## config.mk

```make
export PLATFORM = sky130hd
export DESIGN_NAME = vec_result_merge
export DESIGN_NICKNAME = d
export VERILOG_FILES = /design/src/common/vec_types_pkg.sv /design/src/common/vec_ctrl_pkg.sv /design/src/rtl/vec_result_merge.sv
export SDC_FILE = /design/constraint.sdc
export NUM_CORES = 1
export LEC_CHECK = 0
export ABC_AREA = 1
export BUFFER_PORTS_ARGS = -buffer_cell sky130_fd_sc_hd__buf_4
export CAP_MARGIN = 10
export CORE_AREA = 2 2 223 225
export DETAILED_ROUTE_END_ITERATION = 8
export DIE_AREA = 0 0 225 227
export SYNTH_ARGS = -nofsm -noshare
export SYNTH_HDL_FRONTEND = slang
export SYNTH_SLANG_ARGS = --single-unit
```

## constraint.sdc

```tcl
create_clock -name CLK -period 9.2 [get_ports CLK]
set_input_delay 2.3 -clock CLK [delete_from_list [all_inputs] [get_ports CLK]]
set_output_delay 2.3 -clock CLK [all_outputs]
set_load 0.1 [all_outputs]
```

## src/common/vec_types_pkg.sv

```systemverilog
`default_nettype none

package vec_types_pkg;

    // one lane of a vector register
    typedef logic [31:0] word_t;

    // element width within a lane word
    typedef enum logic [1:0] {
        SEW8  = 2'd0,
        SEW16 = 2'd1,
        SEW32 = 2'd2
    } vsew_t;

    // same lane word seen as bytes, halfwords or a full word
    typedef union packed {
        logic [3:0][7:0]  b;
        logic [1:0][15:0] h;
        word_t            w;
    } elem_word_u;

    // vector register index, v0..v7
    typedef logic [2:0] vreg_sel_t;

    // byte write enables for one lane word
    typedef logic [3:0] byte_en_t;

endpackage

`default_nettype wire
```

## src/common/vec_ctrl_pkg.sv

```systemverilog
`default_nettype none

package vec_ctrl_pkg;

    typedef enum logic [3:0] {
        VALU_ADD    = 4'd0,
        VALU_SUB    = 4'd1,
        VALU_AND    = 4'd2,
        VALU_OR     = 4'd3,
        VALU_XOR    = 4'd4,
        VALU_MIN    = 4'd5,
        VALU_MAX    = 4'd6,
        VALU_SEQ    = 4'd7,
        VALU_SNE    = 4'd8,
        VALU_SLT    = 4'd9,
        VALU_REDSUM = 4'd10
    } valuop_t;

    // decoded micro-op entering execute
    typedef struct packed {
        valuop_t                valuop;
        logic                   opunsigned;
        vec_types_pkg::vsew_t   vsew;
        vec_types_pkg::vreg_sel_t vs1_sel;
        vec_types_pkg::vreg_sel_t vs2_sel;
        vec_types_pkg::vreg_sel_t vd_sel;
        logic                   use_imm;
        logic                   use_scalar;
        logic [4:0]             imm;
        logic                   sign_ext;
        logic                   mask_en;
        logic [1:0]             uop_num;
    } vcontrol_t;

    // writeback port control, data and byte enables travel per lane
    typedef struct packed {
        logic                     en;
        vec_types_pkg::vreg_sel_t vd;
    } vwb_ctrl_t;

    // control handed to the memory stage
    typedef struct packed {
        vec_types_pkg::vreg_sel_t vd_sel;
        logic [1:0]               uop_num;
        logic [3:0]               lane_mask;
        logic                     is_mask_res;
    } vexmem_ctrl_t;

endpackage

`default_nettype wire

```

## src/rtl/vec_result_merge.sv

```systemverilog
`timescale 1ns/1ps
`default_nettype none

module vec_result_merge #(
    parameter int NUM_LANES = 4
) (
    input  logic                                     CLK,
    input  logic                                     rst,
    input  logic                                     s1_valid,
    input  vec_ctrl_pkg::vcontrol_t                  s1_ctrl,
    input  vec_types_pkg::word_t [NUM_LANES-1:0]     lane_res,
    input  vec_types_pkg::word_t [NUM_LANES-1:0]     opB,
    input  logic [4*NUM_LANES-1:0]                   s1_v0,
    output logic                                     exmem_valid,
    output vec_ctrl_pkg::vexmem_ctrl_t               exmem_ctrl,
    output vec_types_pkg::word_t [NUM_LANES-1:0]     exmem_res,
    output vec_types_pkg::word_t [NUM_LANES-1:0]     exmem_vs1
);
    import vec_types_pkg::*;
    import vec_ctrl_pkg::*;

    logic [NUM_LANES-1:0]  lane_act;
    logic                  is_cmp;
    logic                  is_red;
    word_t                 mskset_word;
    word_t                 red_sum;
    word_t [NUM_LANES-1:0] nxt_res;
    vexmem_ctrl_t          nxt_ctrl;

    assign is_cmp = s1_ctrl.valuop == VALU_SEQ || s1_ctrl.valuop == VALU_SNE ||
                    s1_ctrl.valuop == VALU_SLT;
    assign is_red = s1_ctrl.valuop == VALU_REDSUM;

    // v0 bit for lane k of this micro-op
    always_comb begin
        for (int k = 0; k < NUM_LANES; k++) begin
            lane_act[k] = !s1_ctrl.mask_en || s1_v0[s1_ctrl.uop_num * NUM_LANES + k];
        end
    end

    // pack compare bits, inactive lanes stay 0
    always_comb begin
        mskset_word = '0;
        for (int k = 0; k < NUM_LANES; k++) begin
            mskset_word[s1_ctrl.uop_num * NUM_LANES + k] = lane_act[k] & lane_res[k][0];
        end
    end

    always_comb begin
        red_sum = '0;
        for (int k = 0; k < NUM_LANES; k++) begin
            if (lane_act[k]) begin
                red_sum = red_sum + opB[k];
            end
        end
    end

    always_comb begin
        nxt_ctrl.vd_sel      = s1_ctrl.vd_sel;
        nxt_ctrl.uop_num     = s1_ctrl.uop_num;
        nxt_ctrl.is_mask_res = is_cmp;
        nxt_ctrl.lane_mask   = lane_act;
        for (int k = 0; k < NUM_LANES; k++) begin
            nxt_res[k] = lane_res[k];
        end
        if (is_cmp) begin
            nxt_ctrl.lane_mask = '1;
            for (int k = 0; k < NUM_LANES; k++) begin
                nxt_res[k] = mskset_word;
            end
        end else if (is_red) begin
            // sum lands in lane 0 only
            nxt_ctrl.lane_mask = 4'b0001;
            for (int k = 0; k < NUM_LANES; k++) begin
                nxt_res[k] = (k == 0) ? red_sum : '0;
            end
        end
    end

    always_ff @(posedge CLK) begin
        if (rst) begin
            exmem_valid <= 1'b0;
        end else begin
            exmem_valid <= s1_valid;
        end
    end

    always_ff @(posedge CLK) begin
        if (s1_valid) begin
            exmem_ctrl <= nxt_ctrl;
            exmem_res  <= nxt_res;
            exmem_vs1  <= opB;
        end
    end

endmodule

`default_nettype wire

```

## After elaboration in Yosys (flattened, before gate mapping)

Cells that the tools add are included.

| storage, ports and cells | value |
|---|---|
| flip-flop bits (word level) | 267 |
| bits in latches | 0 |
| RAM bits | 0 |
| memory bits (read-only) | 0 |
| output and inout port bits | 267 |
| logic and storage cells | 79 |
| memories kept | 0 |

| cells by class | value |
|---|---|
| add/sub/neg operators | 6 |
| multiply operators | 0 |
| divide/modulo/power cells | 0 |
| order comparisons | 12 |
| eq/ne operators | 4 |
| shift-type cells | 0 |
| mux-type cells | 26 |
| bitwise operators | 5 |
| reductions and logical operators | 12 |

Operators by type and width:

| operator | count |
|---|---|
| 2-to-1 mux 128 bit | 2 |
| 2-to-1 mux 32 bit | 4 |
| adder 32 bit | 3 |
| bitwise mux 32 bit | 3 |
| < comparator 32 x 5 -> 1 bit (second input constant) | 3 |
| AND 32 x 13 -> 32 bit | 1 |
| < comparator 5 x 6 -> 1 bit (second input constant) | 3 |
| demux 1 bit (select 5 bit) | 3 |
| greater-or-equal comparator 5 x 1 -> 1 bit (second input constant) | 3 |
| binary-select mux 1 bit (select 4 bit) | 3 |
| equality test 4 bit (second input constant) | 3 |
| adder 4 x 2 -> 5 bit (second input constant) | 2 |
| 2-to-1 mux 1 bit | 8 |
| logical OR 1 bit | 6 |
| < comparator 4 x 6 -> 1 bit (second input constant) | 1 |
| adder 4 x 1 -> 5 bit (second input constant) | 1 |
| < comparator 4 x 5 -> 1 bit (second input constant) | 1 |
| AND 1 bit | 4 |
| equality test 4 x 3 -> 1 bit (second input constant) | 1 |
| greater-or-equal comparator 4 x 1 -> 1 bit (second input constant) | 1 |
| logical AND 1 bit | 4 |
| 2-to-1 mux 4 bit | 1 |
| binary-select mux 1 bit (select 2 bit) | 1 |
| demux 1 bit (select 2 bit) | 1 |
| other kinds (2) | 2 |

## Logic depth before layout (Yosys ltp)

Gate-level depths: netlist of run 1.

| depth | value |
|---|---|
| depth in word-level cells | 12 |
| mapped depth | 53 |
| gate-level depth less buffers | 52 |

## Worst setup path before layout of run 1

Ideal clock, no wire load.

| path | value |
|---|---|
| path kind | input to register |
| from | input port s1_ctrl[0] (netlist name) |
| to | register exmem_res[31] (netlist name) (data pin) |
| library setup time | 0.263 ns |
| arrival time | 7.493 ns |
| slack | 1.444 ns |
| stages on the path | 46 |
| cells stage by stage | buf_6 -> nand2_1 -> nand2_2 -> nand2_2 -> nand3_4 -> inv_1 -> buf_1 -> nor2_1 -> ha_1 -> nand2_1 -> nor2_1 -> inv_1 -> nor3_1 -> nand2_1 -> nand3b_1 -> nand2_1 -> nand2_1 -> nand2_1 -> (+10 left out) -> o211ai_1 -> nand2_1 -> o211ai_1 -> or2_2 -> nand3_1 -> nand2_1 -> ha_1 -> nand2_1 -> nor2_1 -> nand2_1 -> nor4_1 -> nand2_1 -> nand3b_1 -> nand3_1 -> xor2_1 -> nand3_1 -> nand2_1 -> a21oi_2 |

| between the ends | value |
|---|---|
| word-level cells in the longest chain between the ends | 12 |

RTL lines:

| element | RTL line | source |
|---|---|---|
| start: declaration | vec_result_merge.sv:10 | `input vec_ctrl_pkg::vcontrol_t s1_ctrl,` |
| binary-select mux 1 bit (select 2 bit) | vec_result_merge.sv:37 | `lane_act[k] = !s1_ctrl.mask_en \|\| s1_v0[s1_ctrl.uop_num * NUM_LANES + k];` |
| 2-to-1 mux 1 bit (not written as such) | vec_result_merge.sv:37 |  |
| logical OR 1 bit | vec_result_merge.sv:37 |  |
| 2-to-1 mux 32 bit | vec_result_merge.sv:52 | `if (lane_act[k]) begin` |
| adder 32 bit | vec_result_merge.sv:53 | `red_sum = red_sum + opB[k];` |
| 2-to-1 mux 32 bit | vec_result_merge.sv:52 |  |
| adder 32 bit | vec_result_merge.sv:53 |  |
| 2-to-1 mux 32 bit | vec_result_merge.sv:52 |  |
| adder 32 bit | vec_result_merge.sv:53 |  |
| 2-to-1 mux 32 bit | vec_result_merge.sv:52 |  |
| 2-to-1 mux 128 bit | vec_result_merge.sv:71 | `end else if (is_red) begin` |
| 2-to-1 mux 128 bit * | vec_result_merge.sv:66 | `if (is_cmp) begin` |
| end signal: assignment | vec_result_merge.sv:91 | `exmem_res <= nxt_res;` |
| end: declaration | vec_result_merge.sv:16 | `output vec_types_pkg::word_t [NUM_LANES-1:0] exmem_res,` |

Mark *: on every way between the ends. The rest lies on a longest branch, timed or not. The select of a mux whose other input is x is not followed.
A chain may end at the register's enable or synchronous reset.

## Worst setup path after layout of run 1

| path | value |
|---|---|
| from | input port s1_ctrl[0] (netlist name) |
| to | register exmem_res[30] (netlist name) (data pin) |

Same word-level chain as after synthesis.

==> reports/results.txt, run 1 <==
unrepaired setup endpoints after global routing -> no
Final Setup Violations -> 0
number of stages on the worst hold path -> 2
initial antenna violation count -> 2
initial core utilization -> 33.6%
Clock Pin Slew Worst Setup and Hold Paths -> 0.06 ns
post-CTS sizing -> 0
WHS -> 1.91 ns
post-layout net count -> 2,897
P&R area growth vs syn -> 36.0%
Crit-path slowest cell -> nor4_1
initial DRC count -> 1,026
GPL Wtd Cong -> 0.938
Max VDD drop -> 0.134 mV
Final Non-Filler Cells -> 3,148
most common cell in the netlist -> nand2_1
Critical Setup Path Class -> input pin to register
fin area -> 22,200 um^2
Data arrival, critical path -> 8.76 ns
# rows -> 81
Largest delay share family, worst path -> simple AND/OR/NAND/NOR gates
status -> complete, no violations
syn_nets -> 2,339
EDFF count, synth -> 266
synth cell count leaders -> nand2_1, inv_1, edfxtp_1, nor2_1, a21oi_1
Synth area leader -> edfxtp_1
Setup WS post-layout -> 0.760 ns
FFs w/ async S/R, synth -> 0%
drt pass-1 iters -> 5
DR vias -> 15,200
Area after DPL -> 21,200 um^2
Period Utilization, post-route -> 91.7%
IO Count -> 569
Routed Antenna Nets -> 0
Critical Path Most Common Cell -> nand2_1
layout cells sized above 1 -> 26.0%
met2 wire length -> 29,000 um
fraction of the yosys area taken by sequential cells -> 49.1%
GR Overflow Total -> 0
Pleak -> 11.0 nW
dpl cells -> 3,090
port bufs -> 551
mapped cell area -> 16,300 um^2
PwrDens -> 230 nW/um^2
detail-routed net length per standard cell -> 18.6 um
chip height -> 227 um
Slew HR -> 29.5%
Worst path max stage delay -> 0.45 ns
Syn Area/Cell -> 8.39 um^2
routed wire length -> 58,400 um
highest routed layer -> met5
Cell variety after synth -> 52
Clock Root Buffer -> clkbuf_16
CTS Sinks -> 267
filler cell count -> 4,740
max cap viols -> 0
CP Depth -> 49
CP endpoint kind -> register
hold buffer count at CTS -> 0
pin count of the biggest net entering global routing -> 76
post-synth top area share -> 49.0%
Vias/cell -> 4.82
vias in the first global route -> 14,500
WP buf/inv -> 8
utilization after layout -> 45.7%
ys flop type -> edfxtp_1
synthesis-stage register bit count -> 267
CTS tree -> built
Tightest Pin Transition -> 1.05 ns
Die Area -> 51,100 um^2
top post-synthesis cells by area -> edfxtp_1, nand2_1, ha_1
wire length on met3 -> 3850 um
Critical Path RT -> 9.52 ns
number of buffers created by CTS -> 31
post-route DRC violation count -> 0
achievable frequency -> 118 MHz
Slew Viols, Final -> 0
Die W -> 225 um
met1 WL -> 24,100 um
Post-CTS Setup Inserts -> 0
GRT Total Usage -> 21.7%
final-report hold violation count -> 0
Final min period -> 8.44 ns
clk buf depth -> 3
setup TNS -> 0 ns
H-tree level count -> 1
Synth Instances -> 1,943
post-DP HPWL -> 47,000 um
core area -> 48,500 um^2
Ys Warns -> 0
Crit Path Max Fanout -> 33
total chip power -> 5.10 mW
CP startpoint kind -> input pin
global-route wire length before repair -> 85,000 um
HP Class -> input pin to register
Post-Place Worst Slack -> 0.326 ns
[final cells by class]
| class | count | area, um^2 | share of cell area [%] |
|---|---|---|---|
| clock inverter | 19 | 188 | 0.847 |
| multi-input combinational | 1339 | 7010 | 31.6 |
| sequential | 267 | 8010 | 36.1 |
| clock buffer | 38 | 812 | 3.66 |
| timing repair buffer | 563 | 4250 | 19.2 |
| antenna | 1 | 2.50 | 0.0113 |
| tap | 622 | 778 | 3.51 |
| inverter | 299 | 1120 | 5.07 |
[report_power, final]
part	leakage, nW	internal [mW]	switching, mW	total (mW)
Sequential	2.60	1.47	0.0324	1.50
Clock	0.492	0.712	0.511	1.22
Combinational	7.87	0.659	1.72	2.38
Total	11.0	2.84	2.26	5.10
[cell usage in the layout, fill, tap and decap left out, drive strengths merged, types with 25 or more instances in the layout]
cell type and count:
a21oi 122, buf 563, clkbuf 38, edfxtp 266, ha 92, inv 300
nand2 594, nand3 65, nor2 179, nor3 25, o21ai 109, xnor2 27
xor2 28
[registers in the layout, summed over array words and instances (netlist names)]
register	flops
exmem_res	128
exmem_ctrl	10
exmem_valid	1
exmem_vs1	128
[per-layer routing]
layer / GRT usage, % / vias up
li1: - / 7499
met1: 27.2 / 7042
met2: 38.9 / 562
met3: 3.23 / 66
met4: 5.75 / 2
met5: 0 / -
[path summary, 6_finish.rpt]
path,slack (ns),to,from
worst min-delay path,1.91,exmem_valid,rst
worst max-delay path,0.76,exmem_res[30],s1_ctrl[0]
[kinds of logic after synthesis]
logic type,after synthesis,share of synthesized area [%]
flops,267,49.1
fa+ha+maj,94,7.31
buf+inv,337,7.93
xor+xnor,55,2.96
simple gates,893,22.4
compound gates,297,10.2
Power figures use the tool's default switching activity.
==> run 2, diff against run 1 <==
--- a/config.mk
+++ b/config.mk
@@ -5,12 +5,12 @@
 export SDC_FILE = /design/constraint.sdc
 export NUM_CORES = 1
 export LEC_CHECK = 0
-export ABC_AREA = 1
+export ABC_AREA = 0
 export BUFFER_PORTS_ARGS = -buffer_cell sky130_fd_sc_hd__buf_4
-export CAP_MARGIN = 10
-export CORE_AREA = 2 2 223 225
+export CAP_MARGIN = 40
+export CORE_AREA = 2 2 219 221
 export DETAILED_ROUTE_END_ITERATION = 8
-export DIE_AREA = 0 0 225 227
+export DIE_AREA = 0 0 221 223
 export SYNTH_ARGS = -nofsm -noshare
 export SYNTH_HDL_FRONTEND = slang
 export SYNTH_SLANG_ARGS = --single-unit
==> run 2 against run 1 <==
  * Design area grew 11%
  * Flip-flop and latch count is the same
  * Largest power group unchanged
  * Global-route usage grew 1.5 points
  * Sequential power is essentially flat
  * Via count shrank 3.4%
  * Clock power grew 3%
  * Synthesized cell count shrank 30%
  * The run now ends with negative setup slack left
  * Combinational power grew 34%
  * Total power grew 17%
  * Wire length grew 3.6%
==> reports/results.txt, run 2 <==
detail-routed net length per standard cell -> 21.0 um
Psw -> 2.47 mW
IO Count -> 569
Cell variety after synth -> 72
post-DP HPWL -> 47,400 um
CP endpoint kind -> register
CTS tree -> built
vias in the first global route -> 14,400
most common cell after layout, fill and taps aside -> buf_4
Vias/cell -> 5.08
initial DRC count -> 841
Tightest Pin Transition -> 0.863 ns
Critical Path RT -> 9.54 ns
logic gate share of total power -> 53.7%
mapped cell area -> 15,300 um^2
Die Area -> 49,300 um^2
Worst path max stage delay -> 0.56 ns
Regs by FF count -> exmem_res x128, exmem_vs1 x128, exmem_ctrl x10
top post-synthesis cells by area -> edfxtp_1, ha_1, a21o_1
FF+latch area -> 8010 um^2
FFs w/ async S/R, synth -> 0%
core area -> 47,100 um^2
Pleak -> 11.2 nW
violated checks -> negative setup slack
global-route wire length before repair -> 88,100 um
post-route DRC violation count -> 0
post-layout net count -> 2,640
most common cell in the netlist -> edfxtp_1
Slew Viols, Final -> 0
achievable frequency -> 107 MHz
Ys Warns -> 0
Routed Antenna Nets -> 0
port bufs -> 551
H-tree level count -> 1
commonest cells after routing, fill and taps aside -> buf_4, edfxtp_1, a21o_1, a21oi_1, nand2_1
GPL Wtd Cong -> 0.908
number of buffers created by CTS -> 30
GR Overflow Total -> 0
Setup WS post-layout -> -0.114 ns
CTS Sinks -> 267
dpl cells -> 2,795
Synth area leader -> edfxtp_1
Slew HR -> 42.5%
layout cells sized above 1 -> 48.7%
synth cell count leaders -> edfxtp_1, a21oi_1, a21o_1, nand2_1, ha_1
Period Utilization, post-route -> 101%
Crit-path slowest cell -> or4_4
ys flop type -> edfxtp_1
power share of the clock group -> 21.1%
DR vias -> 14,600
Hold Path Origin -> rst
unrepaired setup endpoints after global routing -> yes
number of stages on the worst hold path -> 2
WHS -> 1.86 ns
Final min period -> 9.31 ns
initial antenna violation count -> 2
register share of total power -> 25.2%
Net Sw Frac -> 41.4%
filler cell count -> 4,250
P&R area growth vs syn -> 60.7%
pin count of the biggest net entering global routing -> 72
initial core utilization -> 32.5%
Syn Area/Cell -> 11.2 um^2
syn_nets -> 1,763
Final Non-Filler Cells -> 2,883
area of the multi-input gates -> 7830 um^2
Critical Setup Path Class -> input pin to register
Die W -> 221 um
status -> finished, violations left
EDFF count, synth -> 266
PwrDens -> 242 nW/um^2
# rows -> 80
final-report hold violation count -> 0
Synth Instances -> 1,367
GRT Total Usage -> 23.2%
clk buf depth -> 3
Clock Pin Slew Worst Setup and Hold Paths -> 0.06 ns
max cap viols -> 0
Clock Root Buffer -> clkbuf_16
Max VDD drop -> 0.211 mV
Data arrival, critical path -> 9.66 ns
utilization after layout -> 52.2%
fraction of the yosys area taken by sequential cells -> 52.3%
internal power -> 3.48 mW
Final Setup Violations -> 1
HP Class -> input pin to register
drt pass-1 iters -> 5
Crit Path Max Fanout -> 7
chip height -> 223 um
CP startpoint kind -> input pin
synthesis-stage register bit count -> 267
worst setup path start -> s1_ctrl[0]
post-synth top area share -> 52.1%
routed wire length -> 60,600 um
[run 2: cell types whose count changed after synthesis, moves of 19 or more]
cell,before,now
nand3_1,61,17
and3_1,1,60
o21ai_1,21,2
clkbuf_1,21,51
and2_1,1,34
a21o_1,14,102
nor2_1,177,78
inv_1,294,33
nand2_1,573,97
[run 2: final timing paths]
check | slack, ns | endpoint
worst max-delay path | -0.11 | exmem_res[31]
worst min-delay path | 1.86 | exmem_valid
[run 2: worst max-delay path, delay by kind of cell]
| family | cells | cell delay, ns |
|---|---|---|
| AOI/OAI and AO/OA | 16 | 3.08 |
| xor gates and xnor gates | 1 | 0.15 |
| adders and majority gates | 3 | 0.79 |
| buffers and inverters | 5 | 0.69 |
| muxes | 1 | 0.52 |
| and+or+nand+nor | 9 | 2.10 |
[run 2: cell type report]
class / count / area share (%)
flip-flops and latches: 267 / 32.5
multi-input cells: 1011 / 31.8
repair buffers: 900 / 27.9
well taps: 615 / 3.13
clock buffers: 33 / 3.10
clock inverters: 22 / 1.06
inverters: 34 / 0.518
diodes: 1 / 0.0102
[run 2: power groups by stage]
stage	Sequential, mW	Clock [mW]	Combinational [mW]
2_1_floorplan	2.29	0	1.07
3_3_place_gp	1.52	0	2.92
3_5_place_dp	1.52	0	2.96
4_1_cts	1.50	1.29	3.04
5_1_grt	1.51	1.33	3.41
6_report	1.50	1.26	3.19
[run 2: per-stage QoR]
stage	power, mW	instance area, um^2	worst slack [ns]	setup TNS (ns)
2_1_floorplan	3.37	15500	-0.235	-0.235
3_3_place_gp	4.44	22600	-1.11	-7.27
3_5_place_dp	4.48	22700	-1.13	-8.37
4_1_cts	5.83	24000	0.000703	0
5_1_grt	6.25	24600	-0.358	-0.607
6_report	5.95	24600	-0.114	-0.114
[run 2: logic make-up after synthesis]
logic type                 share of synthesized area (%)
and+or+nand+nor                                     12.8
muxes                                               1.86
AOI/OAI and AO/OA                                   18.8
buffers and inverters                               2.29
xor gates and xnor gates                            4.17
DFF                                                 52.3
adders and majority gates                           7.84
[run 2: repair_timing]
item	CTS	global route
setup buffers	13	20
resized for setup	49	100
hold buffers	0	0
pin swaps	31	78
endpoints found under the setup margin	7	8
[run 2: layer usage]
metal / global-route usage [%] / part of all wire (%) / vias to the layer above
met5: 0 / 0.013 / -
met4: 5.67 / 2.0 / 2
met3: 3.32 / 5.7 / 63
met2: 40.8 / 51 / 506
met1: 30.0 / 42 / 7104
li1: - / - / 6973
